## config.mk

```make
export PLATFORM = sky130hd
export DESIGN_NAME = fetch_unit
export DESIGN_NICKNAME = d
export VERILOG_FILES = /design/src/core_pkg.sv /design/src/fetch_pkg.sv /design/src/spill_cell_flush.sv /design/src/fifo_nohs.sv /design/src/pc_gen.sv /design/src/fetch_ctrl.sv /design/src/fetch_mem_if.sv /design/src/fetch_unit.sv
export SDC_FILE = /design/constraint.sdc
export NUM_CORES = 1
export LEC_CHECK = 0
export CAP_MARGIN = 20
export CELL_PAD_IN_SITES_DETAIL_PLACEMENT = 1
export CELL_PAD_IN_SITES_GLOBAL_PLACEMENT = 1
export CORE_UTILIZATION = 48
export DETAILED_ROUTE_END_ITERATION = 12
export DONT_BUFFER_PORTS = 1
export GPL_ROUTABILITY_DRIVEN = 0
export PLACE_DENSITY = 0.78
export SETUP_SLACK_MARGIN = 0.02
export SLEW_MARGIN = 15
export SYNTH_ARGS = -nofsm -noshare
export SYNTH_HDL_FRONTEND = slang
export SYNTH_SLANG_ARGS = --single-unit
```

## constraint.sdc

```tcl
create_clock -name clk_i -period 4.36 [get_ports clk_i]
set_clock_uncertainty 0.1 [all_clocks]
set_input_delay 0 -clock clk_i [delete_from_list [all_inputs] [get_ports clk_i]]
set_output_delay 0 -clock clk_i [all_outputs]
set_load 0.02 [all_outputs]
```

## src/core_pkg.sv

```systemverilog
// Core-wide widths and memory exception codes
// Shared by the fetch front end, its memory model and the checker
package core_pkg;

  // ----------------------------------------
  // Data path widths
  // ----------------------------------------

  // Address and register width
  localparam int unsigned XLEN = 32;

  // Uncompressed instruction width
  localparam int unsigned ILEN = 32;

  // ----------------------------------------
  // Exceptions
  // ----------------------------------------

  // Memory exception codes
  // Numbering follows the mcause encoding
  typedef enum logic [3:0] {
    E_I_ADDR_MISALIGNED = 4'h0,
    E_I_ACCESS_FAULT    = 4'h1
  } except_code_t;

endpackage

```

## src/fetch_pkg.sv

```systemverilog
// Fetch front end constants and the records passed between its stages
// Request records flow toward memory, answer records toward issue
package fetch_pkg;

  // ----------------------------------------
  // Constants
  // ----------------------------------------

  // First fetch address out of reset
  localparam logic [core_pkg::XLEN-1:0] BOOT_PC = 32'h0000_1000;

  // PC FIFO depth, also the cap on requests in flight
  localparam int unsigned FETCH_FIFO_DEPTH = 2;

  // Sequential PC step
  localparam logic [core_pkg::XLEN-1:0] ILEN_BYTES = 32'd4;

  // ----------------------------------------
  // Records
  // ----------------------------------------

  // Prediction record, PC only
  typedef struct packed {
    logic [core_pkg::XLEN-1:0] pc;
  } fetch_req_t;

  // Fetched word paired with its PC
  typedef struct packed {
    logic [core_pkg::ILEN-1:0] instr;
    logic [core_pkg::XLEN-1:0] pc;
    logic                      except_raised;
    core_pkg::except_code_t    except_code;
  } fetch_ans_t;

endpackage

```

## src/spill_cell_flush.sv

```systemverilog
// Two-entry elastic pipeline register with valid/ready on both sides
// ready_o comes straight from a flop, so no path crosses the cell
`timescale 1ns/1ps

module spill_cell_flush #(
  parameter type DATA_T = logic [31:0]
) (
  input  logic  clk_i,
  input  logic  rst_i,
  input  logic  flush_i,
  input  logic  valid_i,
  output logic  ready_o,
  output logic  valid_o,
  input  logic  ready_i,
  input  DATA_T data_i,
  output DATA_T data_o
);

  // Main entry drives the outputs, spill entry catches the overflow
  logic  main_valid_q, spill_valid_q;
  DATA_T main_data_q, spill_data_q;
  logic  in_acc, main_free;

  assign in_acc    = valid_i & ready_o;
  // Main entry may load when empty or when being consumed
  assign main_free = ~main_valid_q | ready_i;

  // ----------------------------------------
  // Occupancy
  // ----------------------------------------
  always_ff @(posedge clk_i) begin
    if (rst_i || flush_i) begin
      main_valid_q  <= 1'b0;
      spill_valid_q <= 1'b0;
    end else if (main_free) begin
      // Spill entry drains first to keep order
      if (spill_valid_q) begin
        main_valid_q  <= 1'b1;
        spill_valid_q <= 1'b0;
      end else begin
        main_valid_q <= in_acc;
      end
    end else if (in_acc) begin
      // Output stalled, park the new item
      spill_valid_q <= 1'b1;
    end
  end

  // Payload
  always_ff @(posedge clk_i) begin
    if (main_free) begin
      main_data_q <= spill_valid_q ? spill_data_q : data_i;
    end
    if (!main_free && in_acc) begin
      spill_data_q <= data_i;
    end
  end

  assign ready_o = ~spill_valid_q;
  assign valid_o = main_valid_q;
  assign data_o  = main_data_q;

  // Stalled output keeps its item until taken
  a_hold_on_stall: assert property (@(posedge clk_i) disable iff (rst_i)
    valid_o && !ready_i && !flush_i |=> valid_o && $stable(data_o))
    else $error("spill cell changed a stalled output");

endmodule

```

## src/fifo_nohs.sv

```systemverilog
// Small circular FIFO without handshake
// The user must not push when full nor pop when empty
`timescale 1ns/1ps

module fifo_nohs #(
  parameter type         DATA_T = logic [31:0],
  parameter int unsigned DEPTH  = 2
) (
  input  logic  clk_i,
  input  logic  rst_i,
  input  logic  flush_i,
  input  logic  push_i,
  input  logic  pop_i,
  input  DATA_T data_i,
  output DATA_T data_o,
  output logic  full_o
);

  // Pointer stays one bit wide for a single entry
  localparam int unsigned PTR_W = (DEPTH > 1) ? $clog2(DEPTH) : 1;
  localparam int unsigned CNT_W = $clog2(DEPTH + 1);

  DATA_T            mem_q [DEPTH];
  logic [PTR_W-1:0] wr_ptr_q, rd_ptr_q;
  logic [CNT_W-1:0] cnt_q;
  logic             empty;

  // ----------------------------------------
  // Pointers and count
  // ----------------------------------------
  always_ff @(posedge clk_i) begin
    if (rst_i || flush_i) begin
      wr_ptr_q <= '0;
      rd_ptr_q <= '0;
      cnt_q    <= '0;
    end else begin
      if (push_i) begin
        wr_ptr_q <= (wr_ptr_q == PTR_W'(DEPTH - 1)) ? '0 : wr_ptr_q + 1'b1;
      end
      if (pop_i) begin
        rd_ptr_q <= (rd_ptr_q == PTR_W'(DEPTH - 1)) ? '0 : rd_ptr_q + 1'b1;
      end
      case ({push_i, pop_i})
        2'b10:   cnt_q <= cnt_q + 1'b1;
        2'b01:   cnt_q <= cnt_q - 1'b1;
        default: cnt_q <= cnt_q;
      endcase
    end
  end

  // Storage
  always_ff @(posedge clk_i) begin
    if (push_i) begin
      mem_q[wr_ptr_q] <= data_i;
    end
  end

  // Oldest entry always visible
  assign data_o = mem_q[rd_ptr_q];
  assign full_o = (cnt_q == CNT_W'(DEPTH));
  assign empty  = (cnt_q == '0);

  a_no_overflow: assert property (@(posedge clk_i) disable iff (rst_i)
    push_i |-> !full_o || pop_i)
    else $error("push into a full FIFO");
  a_no_underflow: assert property (@(posedge clk_i) disable iff (rst_i)
    pop_i |-> !empty)
    else $error("pop from an empty FIFO");

endmodule

```

## src/pc_gen.sv

```systemverilog
// Sequential program counter for the fetch front end
// Steps one instruction per accepted request, loads targets on flush
`timescale 1ns/1ps

module pc_gen (
  input  logic                      clk_i,
  input  logic                      rst_i,
  input  logic                      flush_i,
  input  logic [core_pkg::XLEN-1:0] redirect_pc_i,
  input  logic                      en_i,
  output logic                      valid_o,
  input  logic                      ready_i,
  output fetch_pkg::fetch_req_t     req_o
);

  import core_pkg::*;
  import fetch_pkg::*;

  logic [XLEN-1:0] pc_q;

  // ----------------------------------------
  // PC register
  // ----------------------------------------
  // Redirect beats the sequential step
  // The step only happens on a request handshake
  always_ff @(posedge clk_i) begin
    if (rst_i) begin
      pc_q <= BOOT_PC;
    end else if (flush_i) begin
      pc_q <= redirect_pc_i;
    end else if (valid_o && ready_i) begin
      pc_q <= pc_q + ILEN_BYTES;
    end
  end

  // Controller decides whether requests go out
  assign valid_o  = en_i;
  assign req_o.pc = pc_q;

endmodule

```

## src/fetch_ctrl.sv

```systemverilog
// Fetch control FSM
// Tracks memory requests in flight and discards stale answers after a redirect
`timescale 1ns/1ps

module fetch_ctrl (
  input  logic clk_i,
  input  logic rst_i,
  input  logic redirect_i,
  input  logic req_acc_i,
  input  logic ans_acc_i,
  output logic flush_o,
  output logic drop_o,
  output logic fetch_en_o
);

  import fetch_pkg::*;

  localparam int unsigned CNT_W = $clog2(FETCH_FIFO_DEPTH + 1);

  typedef enum logic {
    FETCH,
    DRAIN
  } state_t;

  state_t           state_q, state_d;
  logic [CNT_W-1:0] cnt_q, cnt_d;

  // ----------------------------------------
  // In-flight counter
  // ----------------------------------------
  // Requests accepted by memory minus answers accepted from it
  // Keeps counting through a redirect, so it doubles as the drain count
  always_comb begin
    case ({req_acc_i, ans_acc_i})
      2'b10:   cnt_d = cnt_q + 1'b1;
      2'b01:   cnt_d = cnt_q - 1'b1;
      default: cnt_d = cnt_q;
    endcase
  end

  // ----------------------------------------
  // Next state
  // ----------------------------------------
  always_comb begin
    state_d = state_q;
    case (state_q)
      FETCH: begin
        // Old answers still due, go discard them
        if (redirect_i && cnt_d != '0) begin
          state_d = DRAIN;
        end
      end
      DRAIN: begin
        if (cnt_d == '0) begin
          state_d = FETCH;
        end
      end
      default: state_d = FETCH;
    endcase
  end

  always_ff @(posedge clk_i) begin
    if (rst_i) begin
      state_q <= FETCH;
      cnt_q   <= '0;
    end else begin
      state_q <= state_d;
      cnt_q   <= cnt_d;
    end
  end

  // Outputs
  assign flush_o    = redirect_i;
  assign drop_o     = (state_q == DRAIN);
  // PC generator stays idle while draining
  assign fetch_en_o = (state_q == FETCH);

  a_cnt_bound: assert property (@(posedge clk_i) disable iff (rst_i)
    cnt_q <= CNT_W'(FETCH_FIFO_DEPTH))
    else $error("more memory requests in flight than the PC FIFO holds");
  // Memory never answers a request it was not given
  a_no_orphan_ans: assert property (@(posedge clk_i) disable iff (rst_i)
    ans_acc_i |-> cnt_q != '0)
    else $error("memory answer with no request in flight");

endmodule

```

## src/fetch_mem_if.sv

```systemverilog
// Fetch memory interface
// Request register toward memory, PC FIFO while memory works, answer
// register toward issue. Memory must answer in order
`timescale 1ns/1ps

module fetch_mem_if (
  input  logic                      clk_i,
  input  logic                      rst_i,
  input  logic                      flush_i,
  input  logic                      drop_i,

  // Fetch side
  input  logic                      fetch_valid_i,
  output logic                      fetch_ready_o,
  input  fetch_pkg::fetch_req_t     fetch_req_i,

  // Issue side
  output logic                      issue_valid_o,
  input  logic                      issue_ready_i,
  output fetch_pkg::fetch_ans_t     issue_ans_o,

  // Memory side
  output logic                      instr_valid_o,
  input  logic                      instr_ready_i,
  output logic [core_pkg::XLEN-1:0] instr_addr_o,
  input  logic                      instr_valid_i,
  output logic                      instr_ready_o,
  input  logic [core_pkg::ILEN-1:0] instr_rdata_i,
  input  logic                      instr_except_raised_i,
  input  core_pkg::except_code_t    instr_except_code_i,

  // Handshake pulses to the controller
  output logic                      req_acc_o,
  output logic                      ans_acc_o
);

  import fetch_pkg::*;

  fetch_req_t req_reg_out, fifo_out;
  fetch_ans_t ans_reg_in;
  logic       req_reg_valid, req_reg_ready;
  logic       fifo_push, fifo_pop, fifo_full;
  logic       ans_reg_valid, ans_reg_ready;

  // ----------------------------------------
  // Request register
  // ----------------------------------------
  spill_cell_flush #(
    .DATA_T(fetch_req_t)
  ) u_req_reg (
    .clk_i  (clk_i),
    .rst_i  (rst_i),
    .flush_i(flush_i),
    .valid_i(fetch_valid_i),
    .ready_o(fetch_ready_o),
    .valid_o(req_reg_valid),
    .ready_i(req_reg_ready),
    .data_i (fetch_req_i),
    .data_o (req_reg_out)
  );

  // No new request unless its PC has a FIFO slot
  assign instr_valid_o = req_reg_valid & ~fifo_full;
  assign req_reg_ready = instr_ready_i & ~fifo_full;
  assign instr_addr_o  = req_reg_out.pc;
  assign req_acc_o     = instr_valid_o & instr_ready_i;

  // ----------------------------------------
  // PC FIFO
  // ----------------------------------------
  // Popped only by answers that are kept
  assign fifo_push = req_acc_o;
  assign fifo_pop  = instr_valid_i & ans_reg_ready & ~drop_i;

  fifo_nohs #(
    .DATA_T(fetch_req_t),
    .DEPTH (FETCH_FIFO_DEPTH)
  ) u_pc_fifo (
    .clk_i  (clk_i),
    .rst_i  (rst_i),
    .flush_i(flush_i),
    .push_i (fifo_push),
    .pop_i  (fifo_pop),
    .data_i (req_reg_out),
    .data_o (fifo_out),
    .full_o (fifo_full)
  );

  // ----------------------------------------
  // Answer register
  // ----------------------------------------
  assign ans_reg_in.instr         = instr_rdata_i;
  assign ans_reg_in.pc            = fifo_out.pc;
  assign ans_reg_in.except_raised = instr_except_raised_i;
  assign ans_reg_in.except_code   = instr_except_code_i;

  // Stale answers are swallowed while draining
  assign ans_reg_valid = instr_valid_i & ~drop_i;

  spill_cell_flush #(
    .DATA_T(fetch_ans_t)
  ) u_ans_reg (
    .clk_i  (clk_i),
    .rst_i  (rst_i),
    .flush_i(flush_i),
    .valid_i(ans_reg_valid),
    .ready_o(ans_reg_ready),
    .valid_o(issue_valid_o),
    .ready_i(issue_ready_i),
    .data_i (ans_reg_in),
    .data_o (issue_ans_o)
  );

  assign instr_ready_o = drop_i | ans_reg_ready;
  assign ans_acc_o     = instr_valid_i & instr_ready_o;

endmodule

```

## src/fetch_unit.sv

```systemverilog
// Instruction fetch front end top level
// PC generator and controller in front of the memory interface
`timescale 1ns/1ps

module fetch_unit (
  input  logic                      clk_i,
  input  logic                      rst_i,

  // Back end redirect
  input  logic                      redirect_i,
  input  logic [core_pkg::XLEN-1:0] redirect_pc_i,

  // Issue stage
  output logic                      issue_valid_o,
  input  logic                      issue_ready_i,
  output fetch_pkg::fetch_ans_t     issue_ans_o,

  // Instruction memory
  output logic                      instr_valid_o,
  input  logic                      instr_ready_i,
  output logic [core_pkg::XLEN-1:0] instr_addr_o,
  input  logic                      instr_valid_i,
  output logic                      instr_ready_o,
  input  logic [core_pkg::ILEN-1:0] instr_rdata_i,
  input  logic                      instr_except_raised_i,
  input  core_pkg::except_code_t    instr_except_code_i
);

  import fetch_pkg::*;

  // ----------------------------------------
  // Internal wires
  // ----------------------------------------
  fetch_req_t pc_req;
  logic       pc_valid, pc_ready;
  logic       flush, drop, fetch_en;
  logic       req_acc, ans_acc;

  pc_gen u_pc_gen (
    .clk_i        (clk_i),
    .rst_i        (rst_i),
    .flush_i      (flush),
    .redirect_pc_i(redirect_pc_i),
    .en_i         (fetch_en),
    .valid_o      (pc_valid),
    .ready_i      (pc_ready),
    .req_o        (pc_req)
  );

  fetch_ctrl u_fetch_ctrl (
    .clk_i     (clk_i),
    .rst_i     (rst_i),
    .redirect_i(redirect_i),
    .req_acc_i (req_acc),
    .ans_acc_i (ans_acc),
    .flush_o   (flush),
    .drop_o    (drop),
    .fetch_en_o(fetch_en)
  );

  fetch_mem_if u_fetch_mem_if (
    .clk_i                (clk_i),
    .rst_i                (rst_i),
    .flush_i              (flush),
    .drop_i               (drop),
    .fetch_valid_i        (pc_valid),
    .fetch_ready_o        (pc_ready),
    .fetch_req_i          (pc_req),
    .issue_valid_o        (issue_valid_o),
    .issue_ready_i        (issue_ready_i),
    .issue_ans_o          (issue_ans_o),
    .instr_valid_o        (instr_valid_o),
    .instr_ready_i        (instr_ready_i),
    .instr_addr_o         (instr_addr_o),
    .instr_valid_i        (instr_valid_i),
    .instr_ready_o        (instr_ready_o),
    .instr_rdata_i        (instr_rdata_i),
    .instr_except_raised_i(instr_except_raised_i),
    .instr_except_code_i  (instr_except_code_i),
    .req_acc_o            (req_acc),
    .ans_acc_o            (ans_acc)
  );

endmodule

```

==> summary.md, run 1 <==
| Metric | Value |
|---|---|
| Synth Register Bits | 310 |
| Total Power | 6.73 mW |
| Post-CTS Resized | 0 |
| Die Width | 160 µm |
| Top_reg_cell synth | edfxtp_1 |
| Port buffer count | 0 |
| P_int | 5.26 mW |
| Slew @ Worst Pin | 1060 ps |
| Max Slew Vio Count | 0 |
| Part of the power in registers | 0.546 |
| Initial antenna violation count | 2 |
| Startpoint types | flip-flop |
| Count of cell types in the netlist | 52 |
| Avg Vias per Cell | 5.48 |
| CTS tree | built |
| Seq/Total Area, Yosys | 0.743 |
| Hold Crit Class | primary input to flip-flop |
| Max Buffers Root-to-Sink | 3 |
| Critical path arrival | 3600 ps |
| Mapped Cells | 703 |
| Avg Inst Size Synth | 17.0 µm² |
| Largest net degree at the start of global routing | 73 |
| Final Critical Period | 3220 ps |
| Overall routing resource usage | 0.197 |
| Clock Sink Count | 310 |
| Max_cap viols | 0 |
| CTS H-tree lvls | 1 |
| Die ar. | 25500 µm² |
| Top cells by area, synth | edfxtp_1 67%, mux2_2 12%, dfxtp_1 7.4% |
| NumNets Final | 889 |
| Clk pwr share | 0.399 |
| Maximum vdd drop | 264 µV |
| Clock slew at reported path FFs | 60 ps |
| Via count | 6367 |
| Final setup violation count | 0 |
| Remaining antenna violation count | 0 |
| Pleak | 4.87 nW |
| Status | completed |
| Hold slack | 17.1 ps |
| Cell row count | 57 |
| Post-synth ARST share | 0 |
| Top-area cell type share of the netlist area | 0.669 |
| Grt ovf | 0 |
| Final wirelength | 25300 µm |
| Inserted Clock Buffers | 31 |
| Share of layout cells above drive strength 1 | 0.240 |
| Sw Pwr | 1.46 mW |
| Tcrit/Tclk final | 0.740 |
| Number of global-route vias before repair | 6886 |
| Initial DRC count | 420 |
| Sw frac | 0.218 |
| Mapped Nets | 781 |
| Critical Path RT | 4740 ps |
| Critical Path Start | u_fetch_mem_if.u_req_reg.spill_valid_q |
| Post-synth EDFFs | 266 |
| # IOs | 179 |
| CP Class | flip-flop to flip-flop |
| Setup crit end kind | flip-flop |
| Area Growth Syn to Fin | 20.0% |
| Critical Path Fanout Max | 22 |
| Setup TNS | 0 ps |
| Final HPWL DP | 15600 µm |
| Gate power share | 0.055 |
| DRC | 0 |
| Initial core utilization | 0.490 |
| Clock Latency Late Sink | 540 ps |
| CTS Root Cell | clkbuf_16 |
| Hold Fails Final Rpt | 0 |
| Yosys top cell by area | edfxtp_1 |
| HP Start | instr_rdata_i[16] |
| Worst R2R Start | u_fetch_mem_if.u_req_reg.spill_valid_q |
| Synth warnings | 0 |
| First-pass GRT wire length | 39300 µm |
| WL per Instance | 21.8 µm |
| Die Span Y | 160 µm |
| F_max | 0.310 GHz |
| Register-to-register setup slack | 1140 ps |
| CORE AREA | 24400 µm² |
| Max transition margin | 0.291 |
| Post-CTS Hold Buffers | 99 |
| Pwr/cell area | 469 nW/µm² |
| RSZ-0062 raised after global routing | no |
| Netlist Area Pre-Place | 11900 µm² |
| Setup Buffers After CTS | 0 |
| First-pass DRT Iterations | 4 |
synthesized netlist by cell type, drive strengths merged (6+ instances only):
cell and count:
or3 11, o21ai 16, clkbuf 16, or4 10, dfxtp 44, inv 8, edfxtp 266, nand2 22
a21oi 9, mux2 132, xor2 7, buf 17, a211oi 8, xnor2 8, nand3 15, nor3 6
nor4 6, nor2 41, a311oi 12, nor3b 6
cells by family after synthesis:
logic type	synth area share
fa+ha+maj	0.00314
buf+inv	0.0176
simple gates	0.0632
compound gates	0.0355
mux	0.127
flops	0.743
xor+xnor	0.0110
cell usage in the layout (no fill, tap or decap), drive strengths merged, types with 2 or more instances in the layout:
cell	instances
nand4	5
and2	3
edfxtp	266
o31a	3
a211oi	8
nor3b	6
a311oi	12
ha	3
mux2	132
a2111oi	2
a221oi	2
dlygate4sd3	98
mux2i	3
nand3	15
and4	3
buf	10
or4	10
nor2	41
inv	8
dfxtp	44
nor3	6
diode	2
a21oi	9
clkinv	15
bufinv	6
clkbuf	35
or3	11
nand2	22
nor4	6
nand2b	2
o21ai	16
o31ai	4
xor2	7
xnor2	8
power groups by stage:
stage          sequential [mW]  clock, mW  combinational, mW
2_1_floorplan             3.67          0              0.229
3_3_place_gp              3.72          0              0.258
3_5_place_dp              3.74          0              0.274
4_1_cts                   3.67       2.74              0.371
5_1_grt                   3.69       2.84              0.404
6_report                  3.67       2.69              0.369
routing by layer:
layer / track usage / share of wire
met1: 0.246 / 0.42
met2: 0.337 / 0.49
met3: 0.0475 / 0.062
met4: 0.0660 / 0.023
met5: 0 / 0
state kept, by name (all words and copies together) (netlist names), 2 cells and up, named ones only:
name                                   count
u_pc_gen.req_o                            32
u_fetch_mem_if.u_ans_reg.data_o           69
u_fetch_mem_if.u_req_reg.data_o           32
u_fetch_mem_if.u_pc_fifo.mem_q            64
u_fetch_ctrl.cnt_q                         2
u_fetch_mem_if.u_req_reg.spill_data_q     32
u_fetch_mem_if.u_ans_reg.spill_data_q     69
u_fetch_mem_if.u_pc_fifo.cnt_q             2
critical path, stage by stage (launching register included):
cell and delay, ps:
dfxtp_1 640, buf_4 390, and4bb_2 390, nand3_1 310
or3_1 450, a311oi_1 270, dlygate4sd3_1 590
cell type report:
| class | instances | area, µm² |
|---|---|---|
| Multi-Input combinational cell | 352 | 2900 |
| Clock buffer | 35 | 791 |
| Antenna cell | 2 | 5.00 |
| Tap cell | 324 | 405 |
| Inverter | 8 | 30.0 |
| Timing Repair Buffer | 108 | 1080 |
| Sequential cell | 310 | 8870 |
| Clock inverter | 22 | 250 |
| Fill cell | 2221 | 10100 |
per-stage QoR:
stage / std cells / util / cell area, µm² / worst slack [ps]
3_5_place_dp: 1002 / 0.503 / 12300 / 1430
4_1_cts: 1158 / 0.586 / 14300 / 1190
5_1_grt: 1161 / 0.588 / 14300 / 1020
2_1_floorplan: 703 / - / 11900 / 218
3_3_place_gp: 1002 / 0.503 / 12300 / 1550
6_report: 1161 / 0.588 / 14300 / 1140
final timing paths:
path,to,depth (start not counted)
setup / recovery,u_pc_gen.req_o[16],6
hold reg to reg,u_fetch_mem_if.u_req_reg.spill_data_q[1],0
setup reg to reg,u_pc_gen.req_o[16],6
hold / removal,u_fetch_mem_if.u_ans_reg.spill_data_q[53],1
(Power assumes the default switching activity.)
==> run 2: changes to the inputs <==
Settings changed: ABC_AREA set to 1, CORE_UTILIZATION 48 to 45, PLACE_DENSITY 0.78 to 0.77.
Clock period 4.36 ns to 2.8 ns, I/O delays scaled along.
==> run 2 against run 1 <==
  * Count of clock-buffer cells in the layout grew 11
  * Global-route usage grew 1.8 points
  * Design area grew 3.5%
  * Power grew 53%
  * Worst hold slack gained 31 ps
  * Combinational power grew 74%
  * Setup slack lost 1000 ps
  * Critical path depth grew 2
  * Clock power grew 48%
  * Critical path type unchanged
==> summary.md, run 2 <==
| Metric | Value |
|---|---|
| Setup Buffers After CTS | 0 (unchanged) |
| Critical Path Fanout Max | 5 (-77%) |
| Avg Inst Size Synth | 11.9 µm² (-30%) |
| Total Power | 10.3 mW (+53%) |
| Grt ovf | 0 (unchanged) |
| CTS H-tree lvls | 2 (+1) |
| Mapped Nets | 1110 (+42%) |
| Final setup violation count | 0 (unchanged) |
| Pleak | 5.51 nW (+13%) |
| Final wirelength | 29500 µm (+17%) |
| Mapped Cells | 1032 (+47%) |
| Top cells by area, synth | edfxtp_1 65%, nand2_1 11%, dfxtp_1 7.2% |
| Max Buffers Root-to-Sink | 3 (unchanged) |
| Avg Vias per Cell | 5.24 (-4.5%) |
| CP Class | flip-flop to flip-flop |
| Tcrit/Tclk final | 0.954 (+0.215) |
| Cell row count | 60 (+5.3%) |
| Maximum vdd drop | 412 µV (+56%) |
| CTS tree | built |
| Slowest cell on the critical path | dlygate4sd3_1 |
| RSZ-0062 raised after global routing | yes |
| Crit-path cells | nand2_1 > nor2_2 > nand3_1 > nor3_1 > a21oi_1 > dlygate4sd3_1 > a21oi_1 > dlygate4sd3_1 |
| Post-synth ARST share | 0 (unchanged) |
| Post-synth EDFFs | 266 (unchanged) |
| Hold Crit Class | primary input to flip-flop |
| Yosys top cell by area | edfxtp_1 |
| Startpoint types | flip-flop |
| Hold slack | 48.5 ps (+31.4 ps) |
| Critical path arrival | 3010 ps (-590 ps) |
| Count of cell types in the netlist | 38 (-27%) |
| CTS Root Cell | clkbuf_16 |
| First-pass GRT wire length | 46900 µm (+19%) |
| Pwr/cell area | 696 nW/µm² (+48%) |
| Sw Pwr | 2.47 mW (+69%) |
| Most frequent cells in the layout | 360 x nand2_1, 266 x edfxtp_1, 110 x dlygate4sd3_1 |
| Clock Latency Late Sink | 510 ps (-30 ps) |
| Top_reg_cell synth | edfxtp_1 |
| Largest net degree at the start of global routing | 71 (-2.7%) |
| Buf+Inv Stages, Crit Path | 2 (unchanged) |
| P_int | 7.85 mW (+49%) |
| Gate power share | 0.062 (+0.007) |
| DRC | 0 (unchanged) |
| Synth warnings | 0 (unchanged) |
| Critical path's largest stage delay | 570 ps (-70 ps) |
| Critical Path RT | 3140 ps (-1600 ps) |
| FF/Latch Area | 8880 µm² (about the same) |
| Part of the power in registers | 0.553 (+0.007) |
| Max transition margin | 0.435 (+0.144) |
| Die Span Y | 167 µm (+4.7%) |
| # IOs | 179 (unchanged) |
| Via count | 7977 (+25%) |
| Netlist Area Pre-Place | 12300 µm² (+2.8%) |
| Die Width | 167 µm (+4.7%) |
| Final Critical Period | 2670 ps (-552 ps) |
| Max Slew Vio Count | 0 (unchanged) |
| Port buffer count | 0 (unchanged) |
| Synth cell count leaders | 360 x nand2_1, 266 x edfxtp_1, 56 x inv_1 |
| Initial DRC count | 486 (+16%) |
| Clock slew at reported path FFs | 60 ps (about the same) |
| Overall routing resource usage | 0.215 (+0.0180) |
| Setup crit end kind | flip-flop |
| Hold Fails Final Rpt | 0 (unchanged) |
| Share of layout cells above drive strength 1 | 0.113 (-0.126) |
| Clk pwr share | 0.385 (-0.014) |
| First-pass DRT Iterations | 4 (unchanged) |
| Crit path max-delay family | buffers and inverters |
| Initial antenna violation count | 0 (-2) |
| Most common cell in the netlist | nand2_1 |
| Most common cell after layout, fill and taps aside | nand2_1 |
| Clock Sink Count | 310 (unchanged) |
| Number of global-route vias before repair | 8522 (+24%) |
| Remaining antenna violation count | 0 (unchanged) |
| Die ar. | 27900 µm² (+9.5%) |
| Ant. Diodes | 0 (-2) |
| Top-area cell type share of the netlist area | 0.651 (-0.0183) |
| Inserted Clock Buffers | 34 (+9.7%) |
| Synth Register Bits | 310 (unchanged) |
| Max_cap viols | 0 (unchanged) |
| Sw frac | 0.239 (+0.0217) |
| Final HPWL DP | 19200 µm (+23%) |
| Area of the multi-input gates | 3030 µm² (+4.8%) |
| WL per Instance | 19.4 µm (-11%) |
| Area Growth Syn to Fin | 20.9% |
| CORE AREA | 26900 µm² (+10%) |
| Fill count | 2739 (+23%) |
| Status | completed |
| NumNets Final | 1235 (+39%) |
| F_max | 0.374 GHz (+21%) |
| Initial core utilization | 0.457 (-0.0328) |
| Seq/Total Area, Yosys | 0.722 (-0.0203) |
| Slew @ Worst Pin | 848 ps (-215 ps) |
==> run 2: changes by cell type after synthesis, sizes merged, moves of 11 or more <==
cell    change
a311oi     -12
or3        -11
nor2       +27
nand3      +20
mux2      -100
nand2     +346
o21ai      +36
a21oi      +19
inv        +52
==> run 2: worst reg2reg max path: stages (launching register included) <==
cell,delay [ps]
dfxtp_1,410
nand2_1,170
nor2_2,190
nand3_1,210
nor3_1,200
a21oi_1,60
dlygate4sd3_1,570
a21oi_1,140
dlygate4sd3_1,570
==> run 2: final cells by class <==
| class | instances | area share |
|---|---|---|
| clock buffer | 46 | 0.0604 |
| clock inverter | 15 | 0.00590 |
| inverter | 61 | 0.0157 |
| multi-input combinational | 624 | 0.204 |
| sequential | 310 | 0.598 |
| tap | 341 | 0.0288 |
| timing repair buffer | 126 | 0.0865 |
==> run 2: per-layer routing <==
metal,routed length [µm],GRT usage,vias up
li1,-,-,3775
met1,12400,0.264,3886
met2,14800,0.377,251
met4,1090,0.0882,0
met3,1290,0.0357,65
met5,0,0,-
==> run 2: stage by stage <==
stage	std cells	setup TNS, ps	instance area [µm²]	utilization	setup WS (ps)
2_1_floorplan	1032	-36260	12300	-	-526
6_report	1523	0	14800	0.552	127
5_1_grt	1523	-57.6	14800	0.552	-37.5
3_3_place_gp	1350	0	12700	0.473	775
3_5_place_dp	1350	0	12700	0.473	660
4_1_cts	1523	0	14800	0.552	104
==> run 2: logic make-up after synthesis <==
logic type                 after synthesis  synth area share
AOI/OAI and AO/OA                       99            0.0444
adders and majority gates                3           0.00306
and+or+nand+nor                        484             0.164
buffers and inverters                   98            0.0327
xor gates and xnor gates                 6           0.00428
DFF                                    310             0.722
muxes                                   32            0.0293
==> run 2: timing repair <==
action / in CTS / in global routing
hold endpoints to repair: 187 / 0
gates resized for setup: 0 / 5
hold buffers: 112 / 0
setup endpoints to repair: 0 / 3
==> run 2: power groups by stage <==
stage / Combinational, mW / Clock [mW] / Sequential, mW
after floorplan: 0.351 / 0 / 5.71
after global placement: 0.447 / 0 / 5.79
after detailed placement: 0.471 / 0 / 5.81
after CTS: 0.635 / 4.07 / 5.71
after global routing: 0.715 / 4.25 / 5.73
final: 0.643 / 3.97 / 5.71
==> run 2: worst paths after layout <==
path                      startpoint                                        end  slack, ps  cells after the start
setup / recovery  u_pc_gen.req_o[10]                         u_pc_gen.req_o[13]        130                      8
setup reg to reg  u_pc_gen.req_o[10]                         u_pc_gen.req_o[13]        130                      8
hold / removal     instr_rdata_i[24]  u_fetch_mem_if.u_ans_reg.spill_data_q[61]         50                      1
hold reg to reg    u_pc_gen.req_o[0]   u_fetch_mem_if.u_req_reg.spill_data_q[0]        360                      0
==> run 3: changes to the inputs <==
Settings changed: REMOVE_ABC_BUFFERS set to 1.
==> run 3 against run 2 <==
  * Fmax grew 0.99%
  * Utilization up 0.34 points
  * Critical path depth stayed put
  * Sequential share of layout area fell by 0.38 points
  * Cell count hardly changed
  * Global-route usage down 0.37 points
  * Worst hold slack lost 22 ps
  * Die area unchanged
  * Via count is 0.58% lower
  * Largest cell class unchanged
==> summary.md, run 3 (synthesis results as in run 2) <==
| Metric | Value |
|---|---|
| Status | completed |
| # IOs | 179 (unchanged) |
| Critical Path RT | 3140 ps (about the same) |
| Avg Vias per Cell | 5.21 (-0.51%) |
| Part of the power in registers | 0.533 (-0.020) |
| Max Buffers Root-to-Sink | 3 (unchanged) |
| CTS H-tree lvls | 2 (unchanged) |
| P_int | 8.23 mW (+4.8%) |
| Final setup violation count | 0 (unchanged) |
| Ant. Diodes | 0 (unchanged) |
| Die Span Y | 167 µm (unchanged) |
| Die ar. | 27900 µm² (unchanged) |
| Clk pwr share | 0.408 (+0.023) |
| RSZ-0062 raised after global routing | yes |
| F_max | 0.378 GHz (+0.99%) |
| Inserted Clock Buffers | 34 (unchanged) |
| Met2 Track Usage GR | 0.360 (-0.0175) |
| Startpoint types | flip-flop |
| Max_cap viols | 0 (unchanged) |
| Pleak | 5.56 nW (+0.92%) |
| Grt ovf | 0 (unchanged) |
| Overall routing resource usage | 0.211 (-0.00371) |
| Maximum vdd drop | 327 µV (-21%) |
| Hold slack | 26.7 ps (-21.8 ps) |
| Sw Pwr | 2.45 mW (-0.83%) |
| CP Class | flip-flop to flip-flop |
| Max Slew Vio Count | 0 (unchanged) |
| Slew @ Worst Pin | 956 ps (+108 ps) |
| First-pass DRT Iterations | 4 (unchanged) |
| Hold Fails Final Rpt | 0 (unchanged) |
| Initial antenna violation count | 0 (unchanged) |
| Final Critical Period | 2650 ps (-26.2 ps) |
| WL per Instance | 18.9 µm (-2.6%) |
| Pwr/cell area | 716 nW/µm² (+2.8%) |
| Most common cell after layout, fill and taps aside | nand2_1 |
| Clock Sink Count | 310 (unchanged) |
| CTS Root Cell | clkbuf_16 |
| Tcrit/Tclk final | 0.945 (-0.00935) |
| GR met1 Demand/Resource | 0.268 (+0.00348) |
| Gr busiest metal | met2 |
| Final wirelength | 28800 µm (-2.7%) |
| DRC | 0 (unchanged) |
| Most frequent cells in the layout | 360 x nand2_1, 266 x edfxtp_1, 104 x dlygate4sd3_1 |
| Initial DRC count | 523 (+7.6%) |
| Hold Crit Class | primary input to flip-flop |
| Clock Latency Late Sink | 500 ps (about the same) |
| Initial core utilization | 0.457 (unchanged) |
| Setup crit end kind | flip-flop |
| Largest net degree at the start of global routing | 71 (unchanged) |
| First-pass GRT wire length | 46200 µm (-1.3%) |
| NumNets Final | 1234 (-0.081%) |
| Setup Buffers After CTS | 0 (unchanged) |
| Setup TNS | 0 ps (unchanged) |
| Sw frac | 0.229 (-0.00996) |
| Critical Path Fanout Max | 6 (+1) |
| CTS tree | built |
| Critical path arrival | 2990 ps (-20 ps) |
| Final HPWL DP | 18300 µm (-4.8%) |
| Met3 Use GR | 0.0522 (+0.0165) |
| Cell row count | 60 (unchanged) |
| Clock slew at reported path FFs | 60 ps (about the same) |
| Remaining antenna violation count | 0 (unchanged) |
| CORE AREA | 26900 µm² (unchanged) |
| Die Width | 167 µm (unchanged) |
| Share of layout cells above drive strength 1 | 0.119 (+0.00602) |
| Gate power share | 0.059 (-0.003) |
| Max transition margin | 0.363 (-0.0720) |
| Fill count | 2731 (-0.29%) |
| Via count | 7931 (-0.58%) |
| Port buffer count | 0 (unchanged) |
| Number of global-route vias before repair | 8346 (-2.1%) |
| Area Growth Syn to Fin | 21.6% |
run 3: cell count changes in the layout (fill, tap and decap cells not counted), sizes merged:
cell	previous run	this run
buf	16	21
bufinv	0	2
clkinv	11	10
clkbuf	46	48
dlygate4sd3	110	104
clkinvlp	3	2
inv	62	60
run 3: through the flow:
stage | setup WS (ps) | std cells | power [mW] | area [µm²] | utilization
5_1_grt | 5.59 | 1522 | 11.0 | 14900 | 0.555
3_5_place_dp | 617 | 1355 | 6.27 | 12700 | 0.474
4_1_cts | 127 | 1522 | 10.8 | 14900 | 0.555
3_3_place_gp | 785 | 1355 | 6.23 | 12700 | 0.474
6_report | 154 | 1522 | 10.7 | 14900 | 0.555
2_1_floorplan | -2440 | 995 | 6.04 | 12100 | -
run 3: critical path: stages, from the launching register on:
cell	delay (ps)
dfxtp_1	460
nand2_2	130
nor2_2	180
nand3_1	180
nor2_2	200
a22oi_1	90
dlygate4sd3_1	570
a21oi_1	120
dlygate4sd3_1	550
run 3: power groups by stage:
stage | Sequential [mW] | Clock [mW] | Combinational (mW)
6_report | 5.69 | 4.36 | 0.633
5_1_grt | 5.72 | 4.60 | 0.707
4_1_cts | 5.69 | 4.46 | 0.634
3_5_place_dp | 5.79 | 0 | 0.476
3_3_place_gp | 5.78 | 0 | 0.456
2_1_floorplan | 5.72 | 0 | 0.313
run 3: area by class of cell:
| cell class | instances | area [µm²] | area share |
|---|---|---|---|
| Sequential cell | 310 | 8880 | 0.595 |
| Multi-Input combinational cell | 624 | 3040 | 0.203 |
| Timing Repair Buffer | 125 | 1260 | 0.0845 |
| Clock buffer | 48 | 987 | 0.0661 |
| Tap cell | 341 | 427 | 0.0286 |
| Inverter | 61 | 230 | 0.0154 |
| Clock inverter | 13 | 113 | 0.00754 |
run 3: timing repair:
action                                 CTS  global route
hold buffers                           106             0
resized for setup                        0             3
endpoints found under the hold margin  196             0
setup endpoints to repair                0             3
run 3: path summary, 6_finish.rpt:
| path | cells after the start | slack (ps) | startpoint | end |
|---|---|---|---|---|
| worst max-delay path | 8 | 150 | u_pc_gen.req_o[11] | u_pc_gen.req_o[19] |
| worst min-delay path | 5 | 30 | redirect_i | u_pc_gen.req_o[31] |
| worst max register to register | 8 | 150 | u_pc_gen.req_o[11] | u_pc_gen.req_o[19] |
| worst min register to register | 0 | 360 | u_pc_gen.req_o[0] | u_fetch_mem_if.u_req_reg.spill_data_q[0] |
run 3: routing by layer:
metal	wire, µm	up-vias
li1	-	3768
met1	12200	3905
met2	14200	214
met3	1730	44
met4	611	0
met5	0	-
